## config.mk

```make
export PLATFORM = sky130hd
export DESIGN_NAME = fetch_unit
export DESIGN_NICKNAME = d
export VERILOG_FILES = /design/src/source/core_pkg.sv /design/src/source/fetch_unit.sv
export SDC_FILE = /design/constraint.sdc
export NUM_CORES = 1
export LEC_CHECK = 0
export BUFFER_PORTS_ARGS = -buffer_cell sky130_fd_sc_hd__buf_4
export CAP_MARGIN = 5
export CORE_ASPECT_RATIO = 1.5
export CORE_MARGIN = 3
export CORE_UTILIZATION = 48
export DETAILED_ROUTE_END_ITERATION = 10
export GPL_ROUTABILITY_DRIVEN = 0
export PLACE_DENSITY_LB_ADDON = 0.2
export SYNTH_ARGS = -nofsm -noshare
export SYNTH_HDL_FRONTEND = slang
export SYNTH_SLANG_ARGS = --single-unit
```

## constraint.sdc

```tcl
create_clock -name clk -period 2.6 [get_ports clk]
set_input_delay 0.39 -clock clk [delete_from_list [all_inputs] [get_ports clk]]
set_output_delay 0.39 -clock clk [all_outputs]
set_load 0.02 [all_outputs]
```

## src/source/core_pkg.sv

```systemverilog
package core_pkg;

    // ========================================================================
    // Datapath widths
    // ========================================================================
    localparam int XLEN        = 32;
    localparam int ISSUE_WIDTH = 3;

    // Instruction, address or data word
    typedef logic [XLEN-1:0] word_t;
    // Architectural register index
    typedef logic [4:0]      reg_addr_t;
    // Push and pop counts, 0 to 3
    typedef logic [1:0]      lane_count_t;
    typedef logic [31:0]     perf_count_t;

    // ========================================================================
    // Decode constants
    // ========================================================================
    localparam logic [6:0] OPCODE_OP_IMM = 7'b0010011;
    localparam logic [6:0] OPCODE_OP     = 7'b0110011;
    localparam logic [6:0] OPCODE_LUI    = 7'b0110111;

    // ALU operation, PASS_B forwards the U immediate for LUI
    typedef enum logic [3:0] {
        ALU_ADD,
        ALU_SUB,
        ALU_SLL,
        ALU_SLT,
        ALU_SLTU,
        ALU_XOR,
        ALU_SRL,
        ALU_SRA,
        ALU_OR,
        ALU_AND,
        ALU_PASS_B
    } alu_op_e;

endpackage

```

## src/source/fetch_unit.sv

```systemverilog
`timescale 1ns/1ns

module fetch_unit
    import core_pkg::*;
#(
    parameter word_t RESET_PC = '0
) (
    input  logic  clk,
    input  logic  reset,
    input  logic  push_ready_i,
    output word_t inst_addr_0_o,
    output word_t inst_addr_1_o,
    output word_t inst_addr_2_o,
    output word_t pc_0_o,
    output logic  push_valid_o
);

    word_t pc;

    // Three sequential words, answered by memory in the same cycle
    assign inst_addr_0_o = pc;
    assign inst_addr_1_o = pc + 32'd4;
    assign inst_addr_2_o = pc + 32'd8;
    assign pc_0_o        = pc;

    // Push the whole group as soon as the buffer has room for it
    assign push_valid_o = push_ready_i;

    // PC holds while the buffer is short of three free slots
    always_ff @(posedge clk or negedge reset) begin
        if (!reset) begin
            pc <= RESET_PC;
        end else if (push_valid_o) begin
            pc <= pc + 32'd12;
        end
    end

endmodule

```

==> results of run 1 <==
==> logic make-up after synthesis <==
| logic type | after synthesis | share of synthesized area, % |
|---|---|---|
| adder cells (fa/ha/maj) | 4 | 1.77 |
| buffers and inverters | 78 | 17.6 |
| AND/OR/NAND/NOR | 134 | 27.3 |
| AO/OA/AOI/OAI | 2 | 0.354 |
| XOR/XNOR | 84 | 26.3 |
| flip-flops | 30 | 26.5 |
| other | 1 | 0.133 |
==> power by group through the flow <==
stage | registers [µW] | clock network [µW] | logic (µW)
4_1_cts | 745 | 480 | 1960
3_5_place_dp | 747 | 0 | 1940
2_1_floorplan | 756 | 0 | 1270
6_report | 751 | 474 | 1960
5_1_grt | 768 | 493 | 2090
3_3_place_gp | 742 | 0 | 1930
==> routing by layer <==
layer  global-route usage, %  part of all wire [%]
met5                       0                     0
met4                    8.58                   1.5
met3                    3.58                   5.7
met2                    41.9                    55
met1                    26.5                    37
==> critical path: cells and delay by family (launching register included) <==
| kind | cells | cell delay, ns |
|---|---|---|
| flip-flops | 1 | 0.45 |
| adder cells (fa/ha/maj) | 1 | 0.23 |
| XOR/XNOR | 1 | 0.13 |
| AND/OR/NAND/NOR | 3 | 0.84 |
| buffers and inverters | 1 | 0.16 |
==> how the worst min path moves through the flow <==
stage / end / cells after the start
3_5_place_dp: inst_addr_0_o[24]$_DFFE_PN0P_ / 1
4_1_cts: inst_addr_0_o[6]$_DFFE_PN0P_ / 1
6_report: inst_addr_0_o[24]$_DFFE_PN0P_ / 1
2_1_floorplan: inst_addr_0_o[10]$_DFFE_PN0P_ / 0
5_1_grt: inst_addr_0_o[24]$_DFFE_PN0P_ / 1
3_3_place_gp: inst_addr_0_o[20]$_DFFE_PN0P_ / 1
==> layout by cell type, fill, tap and decap left out, types with 5 or more instances in the layout <==
cell / synthesis / layout
sky130_fd_sc_hd__nand3_1: 20 / 20
sky130_fd_sc_hd__dfrtp_1: 30 / 20
sky130_fd_sc_hd__nand2_1: 29 / 29
sky130_fd_sc_hd__inv_1: 7 / 7
sky130_fd_sc_hd__nor3_1: 20 / 19
sky130_fd_sc_hd__and4_1: 6 / 6
sky130_fd_sc_hd__dfrtp_2: 0 / 10
sky130_fd_sc_hd__clkbuf_8: 0 / 5
sky130_fd_sc_hd__buf_4: 47 / 143
sky130_fd_sc_hd__nand4_1: 11 / 11
sky130_fd_sc_hd__xor2_1: 35 / 35
sky130_fd_sc_hd__nor2_1: 19 / 19
sky130_fd_sc_hd__xnor2_1: 48 / 48
sky130_fd_sc_hd__or3_4: 2 / 5
sky130_fd_sc_hd__conb_1: 1 / 8
==> what timing repair did <==
| item | 4_1_cts | 5_1_grt |
|---|---|---|
| setup buffers | 0 | 0 |
| gates resized for setup | 5 | 12 |
| setup endpoints to repair | 10 | 15 |
| cloned | 0 | 0 |
==> metrics by stage <==
step | total power, µW | hold WS [ns]
floorplan | 2020 | 0.0944
global placement | 2670 | 0.349
detailed placement | 2690 | 0.356
CTS | 3190 | 0.0458
global route | 3350 | 0.0633
finish | 3180 | 0.0288
==> final cells by class <==
| class | count | share of cell area (%) |
|---|---|---|
| Clock buffer | 5 | 1.86 |
| Timing Repair Buffer | 143 | 29.0 |
| Inverter | 7 | 0.711 |
| Multi-Input combinational cell | 232 | 44.3 |
| Clock inverter | 3 | 1.08 |
| Sequential cell | 30 | 20.6 |
| Tap cell | 70 | 2.37 |
==> impl_metrics.toml, run 1 <==
[logic_synthesis]
ys_warn_count = 0
synth_largest_area_cell = "sky130_fd_sc_hd__dfrtp_1"
asyncSetResetFlopFracSynth_pct = 100
yosys_most_used_dff = "sky130_fd_sc_hd__dfrtp_1"
yosys-top-cells-count = "sky130_fd_sc_hd__xnor2_1 (48), sky130_fd_sc_hd__buf_4 (47), sky130_fd_sc_hd__xor2_1 (35)"
synth.most_common_cell = "sky130_fd_sc_hd__xnor2_1"
syn_area_per_cell_um2 = 8.49
synth_seq_cells = 30
syn_inst = 333
synth_cell_types = 34
syn_area_um2 = 2830
netlist.area_leader.share_pct = 26.5
edff_count_synth = 0
synth.area.top_cells = "sky130_fd_sc_hd__dfrtp_1 (27%), sky130_fd_sc_hd__xnor2_1 (15%), sky130_fd_sc_hd__buf_4 (12%), sky130_fd_sc_hd__xor2_1 (11%), sky130_fd_sc_hd__nand2_1 (3.8%)"
ys_seq_area_share_pct = 26.5

[final_layout]
areaGrowthSynthToFinish_pct = 30.8
instances_no_fill = 490
fillerInstances = 493
final_design_instance_area_without_fill_um2 = 3700
antenna_cells_inserted = 0
share_of_final_layout_standard_cells_stronger_than_drive_strength_1_pct = 42.4
number_of_flip_flops_under_the_largest_register_name = 30
finish.utilization_pct = 66.3
multiInputGateArea_um2 = 1640
final_nets = 426
sequential_cell_area_um2 = 763

[place]
detailed_place_hpwl_um = 5980
place_inst = 482
port-buffer-count = 123
postPlaceCellArea_um2 = 3540
pre_cts_worst_setup_slack_ns = 0.261

[clock_tree]
cts-hold-fix-buffers = 0
cts_buffers = 5
cts_htree_levels = 2
insertion_delay_ns = 0.29
clk_transition_reported_paths_ns = 0.07
tritoncts_clock_tree = "done"
cts_root_buf = "sky130_fd_sc_hd__clkbuf_8"
numClockSinks = 30
cts_max_path_buffers = 2

[routing]
vias = 2537
wl_per_cell_um = 15.7
drtPass1Iterations = 4
postRouteWirelength_um = 7680
detail_route.iter0.violations = 105
post-route-drc-count = 0
drt.antenna.violating_nets = 0
via_per_inst = 5.18

[setup_path]
reg2reg_setup_slack_ns = 0.46
critPathMostFrequentCell = "sky130_fd_sc_hd__or3_4"
startpoint_type = "flop"
timing.critical_path.slowest_cell_delay_ns = 0.45
crit_required_ns = 2.21
rr_endpoint = "inst_addr_0_o[24]$_DFFE_PN0P_"
timing.critical_path.fanout_max = 8
timing.rr.start = "inst_addr_0_o[2]$_DFFE_PN0P_"
cpMaxStageDelayCell = "sky130_fd_sc_hd__dfrtp_2"
critical_path_cell_sequence = "ha_1 > nand2_1 > or3_4 > or3_4 > xnor2_2 > buf_4"
crit_start = "inst_addr_0_o[3]$_DFFE_PN0P_"
timing.critical_path.to_type = "output port"
critical_path_arrival_ns = 2.10
last_element_of_the_critical_path = "inst_addr_1_o[27]"
reg2reg_depth = 7
worst-setup-path-type = "reg -> out"

[die]
core-area_um2 = 5570
placementRows = 33
die_h_um = 100
die_width_um = 68.7
dieArea_um2 = 6870
pin_count = 132
starting_utilization_of_the_core_area_pct = 50.7

[pwr]
p_sw_share_pct = 47.8
power.switching_uw = 1520
static-leakage-power_uw = 0.00170
power.clock.fraction_pct = 14.9
power_density_nw_per_um2 = 860
share_seq_of_total_power_pct = 23.6
power.ir.vdd_worst_mv = 0.892
power_report.internal_total_uw = 1660
p_comb_share_pct = 61.5

[worst_hold_path]
min_path_type = "in -> async"

[sta]
hold_viol_final = 0
setup_viol_count_final = 0
rsz_0062_raised_after_global_routing = "no"
finalWorstPathRequiredPeriod_ns = 2.49
maxClockFrequency_mhz = 401
totalNegativeSetupSlack_ns = 0
final.setup.worst_slack_ns = 0.106
final.setup_skew_ns = 0.00965
final-max-slew-violation-count = 0
layout_worst_path_cycle_share_pct = 95.9

[grt]
global_route.overflow_total = 0
grt_first_pass_wirelength_um = 12100
initial_antenna_violation_count = 0
first_global_vias = 2435
grt_start_max_net_pins = 31
globalRouteTotalUtil_pct = 23.3

[job]
drv_cap = 0

[status]
run_status = "complete, no violations"
No activity file was read; power rests on OpenSTA's default activity.
==> run 2: changes to the inputs <==
ABC_AREA = 1   (was unset)
CORE_UTILIZATION = 49   (was 48)
==> run 2 against run 1 <==
  * Synthesized cell count up 32%
  * Critical endpoint is now inst_addr_2_o[17]
  * Register-to-register slack better by 0.29 ns
  * Die area up 5.0%
  * Clock-buffer cell count up 2
  * Critical path type unchanged
  * Wire length up 5.7%
  * Clock skew down 0.0024 ns
==> impl_metrics.toml, run 2 <==
[die]
dieArea_um2 = 7210
pin_count = 132
starting_utilization_of_the_core_area_pct = 51.5
placementRows = 34
core-area_um2 = 5910
die_width_um = 70.3
die_h_um = 103

[pwr]
power.ir.vdd_worst_mv = 0.985
power_density_nw_per_um2 = 728
static-leakage-power_uw = 0.00208
design_power_total_uw = 2800

[status]
run_status = "complete, no violations"

[routing]
drt.antenna.violating_nets = 0
via_per_inst = 4.74
wl_per_cell_um = 13.5
met2_length_um = 4420
drtPass1Iterations = 5
met1_length_um = 3000
detail_route.iter0.violations = 98
top_signal_layer_used = "met4"
detailroute.wirelength.met3_um = 459
vias = 2850
postRouteWirelength_um = 8120
post-route-drc-count = 0

[sta]
setup_viol_count_final = 0
final.setup.worst_slack_ns = 0.207
hold_viol_final = 0
final.setup_skew_ns = 0.00724
final.hold.worst_slack_ns = 0.0300
layout_worst_path_cycle_share_pct = 92.1
rsz_0062_raised_after_global_routing = "no"
totalNegativeSetupSlack_ns = 0
final-max-slew-violation-count = 0
maxClockFrequency_mhz = 418
finalWorstPathRequiredPeriod_ns = 2.39

[clock_tree]
post-cts-setup-buffer-count = 0
tritoncts_clock_tree = "done"
clk_transition_reported_paths_ns = 0.07
cts_htree_levels = 2
cts_buffers = 5
cts_root_buf = "sky130_fd_sc_hd__clkbuf_8"
insertion_delay_ns = 0.29
cts_max_path_buffers = 2
numClockSinks = 30

[setup_path]
cpMaxStageDelayCell = "sky130_fd_sc_hd__dfrtp_1"
reg2reg_depth = 11
critical_path_arrival_ns = 2.00
critPathMostFrequentCell = "sky130_fd_sc_hd__nor2_2"
reg2reg_setup_slack_ns = 0.75
worst-setup-path-type = "reg -> out"
timing.rr.start = "inst_addr_0_o[3]$_DFFE_PN0P_"
timing.critical_path.fanout_max = 6
timing.critical_path.to_type = "output port"
timing.critical_path.slowest_cell_delay_ns = 0.44
crit_required_ns = 2.21
critical_path_cell_sequence = "ha_2 > inv_2 > nor2_2 > nand2_2 > nor2_2 > nand2_1 > xor2_1 > buf_4"
rr_endpoint = "inst_addr_0_o[17]$_DFFE_PN0P_"
startpoint_type = "flop"

[grt]
globalRouteTotalUtil_pct = 23.2
first_global_vias = 2798
initial_antenna_violation_count = 0
grt_first_pass_wirelength_um = 13400
global_route.overflow_total = 0
grt_start_max_net_pins = 31

[logic_synthesis]
synth.area.top_cells = "sky130_fd_sc_hd__dfrtp_1 (25%), sky130_fd_sc_hd__xor2_1 (18%), sky130_fd_sc_hd__nand2_1 (15%), sky130_fd_sc_hd__buf_4 (10%), sky130_fd_sc_hd__inv_1 (6.7%)"
synth_seq_cells = 30
syn_area_um2 = 3040
ys_warn_count = 0
syn_inst = 438
synth_cell_types = 23
synth.most_common_cell = "sky130_fd_sc_hd__nand2_1"
synth_largest_area_cell = "sky130_fd_sc_hd__dfrtp_1"
ys_seq_area_share_pct = 24.7
syn_area_per_cell_um2 = 6.95
yosys_most_used_dff = "sky130_fd_sc_hd__dfrtp_1"
yosys-top-cells-count = "sky130_fd_sc_hd__nand2_1 (118), sky130_fd_sc_hd__xor2_1 (62), sky130_fd_sc_hd__inv_1 (54)"
asyncSetResetFlopFracSynth_pct = 100
netlist.area_leader.share_pct = 24.7
edff_count_synth = 0

[job]
drv_cap = 0

[final_layout]
fillerInstances = 563
share_of_final_layout_standard_cells_stronger_than_drive_strength_1_pct = 34.2
number_of_flip_flops_under_the_largest_register_name = 30
areaGrowthSynthToFinish_pct = 26.4
layout_common_cells = "sky130_fd_sc_hd__buf_4 (126), sky130_fd_sc_hd__nand2_1 (118), sky130_fd_sc_hd__xor2_1 (62), sky130_fd_sc_hd__inv_1 (54), sky130_fd_sc_hd__nor2_1 (40)"
final_common_cell = "sky130_fd_sc_hd__buf_4"
final_nets = 535
antenna_cells_inserted = 0
finish.utilization_pct = 65.0

[place]
port-buffer-count = 123
pre_cts_worst_setup_slack_ns = 0.447
detailed_place_hpwl_um = 6800

[worst_hold_path]
min_path_type = "in -> async"
-- run 2: changes by cell type after synthesis, moves of 8 or more --
cell                      previous run  this run
sky130_fd_sc_hd__nor2_2              0        15
sky130_fd_sc_hd__buf_2              15         7
sky130_fd_sc_hd__nor3_1             20         0
sky130_fd_sc_hd__nor2_1             19        40
sky130_fd_sc_hd__nand2_2             0        10
sky130_fd_sc_hd__xor2_1             35        62
sky130_fd_sc_hd__nand2_1            29       118
sky130_fd_sc_hd__inv_1               7        54
sky130_fd_sc_hd__xnor2_1            48         4
sky130_fd_sc_hd__nor2_4              0         8
-- run 2: critical path: cells and delay by family (launching register included) --
family	cells	cell delay, ns
flip-flops	1	0.44
AND/OR/NAND/NOR	4	0.55
XOR/XNOR	1	0.17
buffers and inverters	2	0.26
adder cells (fa/ha/maj)	1	0.30
-- run 2: cells by family (layout without fill, tap and decap cells) --
logic type               Yosys count  count (layout)  share of synthesized area [%]
AND/OR/NAND/NOR                  220             220                           34.5
flip-flops                        30              30                           24.7
adder cells (fa/ha/maj)            4               4                           1.64
AO/OA/AOI/OAI                      6               6                          0.987
buffers and inverters            111             195                           19.1
other                              1               8                          0.123
XOR/XNOR                          66              66                           19.0
-- run 2: through the flow --
step / cell area [µm²] / cells
floorplan: 3070 / 445
global placement: 3750 / 593
detailed placement: 3750 / 593
CTS: 3840 / 601
global route: 3850 / 601
finish: 3850 / 601
-- run 2: power breakdown --
part	switching [µW]	internal, µW	leakage [µW]
combinational	1080	649	0.00168
sequential	141	540	0.000348
clock	181	213	0.0000482
-- run 2: metal layers --
metal	vias to the layer above	track usage, %
li1	1425	-
met1	1303	25.8
met2	102	43.2
met3	20	3.80
met4	0	9.88
met5	-	0
-- run 2: final cells by class --
type | count | area [µm²] | area share (%)
inverters | 61 | 229 | 5.95
clock buffers | 7 | 86.3 | 2.24
clock inverters | 1 | 5.00 | 0.130
flip-flops and latches | 30 | 751 | 19.5
repair buffers | 126 | 946 | 24.6
multi-input cells | 304 | 1740 | 45.2
well taps | 72 | 90.1 | 2.34
-- run 2: worst max-delay path by stage --
| stage | end | slack (ns) | startpoint |
|---|---|---|---|
| after floorplan | inst_addr_1_o[7] | 0.36 | inst_addr_0_o[4]$_DFFE_PN0P_ |
| after global placement | inst_addr_2_o[17] | 0.45 | inst_addr_0_o[3]$_DFFE_PN0P_ |
| after detailed placement | inst_addr_2_o[17] | 0.45 | inst_addr_0_o[3]$_DFFE_PN0P_ |
| after CTS | inst_addr_2_o[17] | 0.12 | inst_addr_0_o[3]$_DFFE_PN0P_ |
| after global routing | inst_addr_1_o[27] | 0.05 | inst_addr_0_o[3]$_DFFE_PN0P_ |
| final | inst_addr_2_o[17] | 0.21 | inst_addr_0_o[3]$_DFFE_PN0P_ |
-- run 2: repair_timing --
item                                    in CTS  in global routing
gates resized for setup                      0                  1
hold endpoints to repair                     0                  0
hold buffers                                 0                  0
endpoints found under the setup margin       0                  4
==> run 3: changes to the inputs <==
CORE_ASPECT_RATIO = 0.8   (was 1.5)
CTS_BUF_LIST = sky130_fd_sc_hd__clkbuf_4 sky130_fd_sc_hd__clkbuf_8 sky130_fd_sc_hd__clkbuf_16   (was unset)
==> run 3 against run 2 <==
  * Flip-flop and latch count stayed put
  * Worst hold slack worse by 0.0085 ns
  * Global-route usage is 0.15 points lower
  * First-iteration DRC count is 70% higher
  * Setup slack worse by 0.066 ns
  * Clock-buffer cell count stayed put
==> impl_metrics.toml, run 3 (synthesized netlist as in run 2, its figures left out) <==
[status]
run_status = "complete, no violations"

[setup_path]
critical_path_buf_inv_count = 2
worst-setup-path-type = "reg -> out"
reg2reg_depth = 11
critical_path_arrival_ns = 2.07
cpMaxStageDelayCell = "sky130_fd_sc_hd__dfrtp_1"
startpoint_type = "flop"
timing.critical_path.to_type = "output port"
critical_path_cell_sequence = "ha_1 > nand2_1 > nor2_1 > inv_1 > nor2_1 > nand2_1 > xor2_1 > buf_4"
timing.critical_path.slowest_cell_delay_ns = 0.43
worst-path-stages = 8
timing.critical_path.fanout_max = 6
crit_family = "simple AND/OR/NAND/NOR gates"
crit_required_ns = 2.21

[sta]
final.setup_skew_ns = 0.00825
final-max-slew-violation-count = 0
layout_worst_path_cycle_share_pct = 94.6
final.hold.worst_slack_ns = 0.0215
hold_viol_final = 0
totalNegativeSetupSlack_ns = 0
maxClockFrequency_mhz = 407
finalWorstPathRequiredPeriod_ns = 2.46
setup_viol_count_final = 0
rsz_0062_raised_after_global_routing = "no"
final.setup.worst_slack_ns = 0.140

[place]
place_inst = 602
detailed_place_hpwl_um = 6710
port-buffer-count = 123
pre_cts_worst_setup_slack_ns = 0.525

[grt]
first_global_vias = 2749
grt_first_pass_wirelength_um = 13200
initial_antenna_violation_count = 0
global_route.overflow_total = 0
grt_start_max_net_pins = 31
globalRouteTotalUtil_pct = 23.0

[pwr]
static-leakage-power_uw = 0.00209
power.ir.vdd_worst_mv = 0.505
power_density_nw_per_um2 = 732

[worst_hold_path]
min_path_type = "in -> async"

[die]
die_h_um = 76.5
die_width_um = 94.1
pin_count = 132
placementRows = 25
core-area_um2 = 5970
starting_utilization_of_the_core_area_pct = 50.9
dieArea_um2 = 7200

[clock_tree]
cts_htree_levels = 2
numClockSinks = 30
cts-hold-fix-buffers = 0
post-cts-setup-buffer-count = 0
clk_transition_reported_paths_ns = 0.07
number_of_gates_resized_after_cts = 0
insertion_delay_ns = 0.29
cts_buffers = 5
cts_root_buf = "sky130_fd_sc_hd__clkbuf_8"
tritoncts_clock_tree = "done"
cts_max_path_buffers = 2

[final_layout]
number_of_flip_flops_under_the_largest_register_name = 30
final_common_cell = "sky130_fd_sc_hd__buf_4"
sequential_cell_area_um2 = 751
fillerInstances = 557
antenna_cells_inserted = 0
multiInputGateArea_um2 = 1740
final_nets = 535
instances_no_fill = 610
layout_common_cells = "sky130_fd_sc_hd__buf_4 (126), sky130_fd_sc_hd__nand2_1 (118), sky130_fd_sc_hd__xor2_1 (62), sky130_fd_sc_hd__inv_1 (54), sky130_fd_sc_hd__nor2_1 (40)"
areaGrowthSynthToFinish_pct = 26.8
share_of_final_layout_standard_cells_stronger_than_drive_strength_1_pct = 34.2

[routing]
post-route-drc-count = 0
detail_route.iter0.violations = 167
drtPass1Iterations = 4
drt.antenna.violating_nets = 0
via_per_inst = 4.72
postRouteWirelength_um = 8170
vias = 2877
wl_per_cell_um = 13.4

[job]
drv_cap = 0
## run 3: final cells by class
cell class                 instances  area share [%]
clock buffer                       7            2.33
clock inverter                     1           0.130
inverter                          61            5.93
multi-input combinational        304            45.0
sequential                        30            19.5
tap                               81            2.63
timing repair buffer             126            24.5
## run 3: power by group
part           internal (µW)  total, µW  switching, µW  leakage, µW
Sequential               541        669            129     0.000348
Combinational            657       1750           1090      0.00169
Clock                    224        409            185    0.0000517
Total                   1420       2820           1400      0.00209
## run 3: final timing paths
kind | slack, ns | start | to
setup / recovery | 0.14 | inst_addr_0_o[3]$_DFFE_PN0P_ | inst_addr_1_o[27]
hold / removal | 0.02 | reset | inst_addr_0_o[24]$_DFFE_PN0P_
setup reg to reg | 0.74 | inst_addr_0_o[3]$_DFFE_PN0P_ | inst_addr_0_o[17]$_DFFE_PN0P_
hold reg to reg | 0.61 | inst_addr_0_o[31]$_DFFE_PN0P_ | inst_addr_0_o[31]$_DFFE_PN0P_
max in group asynchronous | 2.28 | reset | inst_addr_0_o[19]$_DFFE_PN0P_
min in group clk | 0.36 | push_ready_i | inst_addr_0_o[2]$_DFFE_PN0P_
## run 3: routing by layer
layer / global-route usage, % / vias up / part of all wire [%]
li1: - / 1433 / -
met1: 31.9 / 1299 / 45
met2: 36.4 / 129 / 45
met3: 4.34 / 16 / 8.6
met4: 6.49 / 0 / 1.9
met5: 0 / - / 0
## run 3: metrics by stage
step	cell area, µm²	power, µW	util [%]
CTS	3860	2840	64.6
global placement	3760	2420	63.0
floorplan	3070	1830	-
detailed placement	3760	2440	63.0
global route	3860	2990	64.6
finish	3860	2820	64.6
## run 3: worst reg2reg max path, cell delays in order (launching register included)
cell and delay [ns]:
sky130_fd_sc_hd__dfrtp_1 0.44, sky130_fd_sc_hd__inv_1 0.25, sky130_fd_sc_hd__ha_1 0.26, sky130_fd_sc_hd__nand2_1 0.07
sky130_fd_sc_hd__nand2_1 0.09, sky130_fd_sc_hd__nand2_1 0.12, sky130_fd_sc_hd__nor2_4 0.13, sky130_fd_sc_hd__nand2_2 0.12
sky130_fd_sc_hd__inv_2 0.10, sky130_fd_sc_hd__nand2_1 0.06, sky130_fd_sc_hd__nand2_1 0.07, sky130_fd_sc_hd__nand2_1 0.06
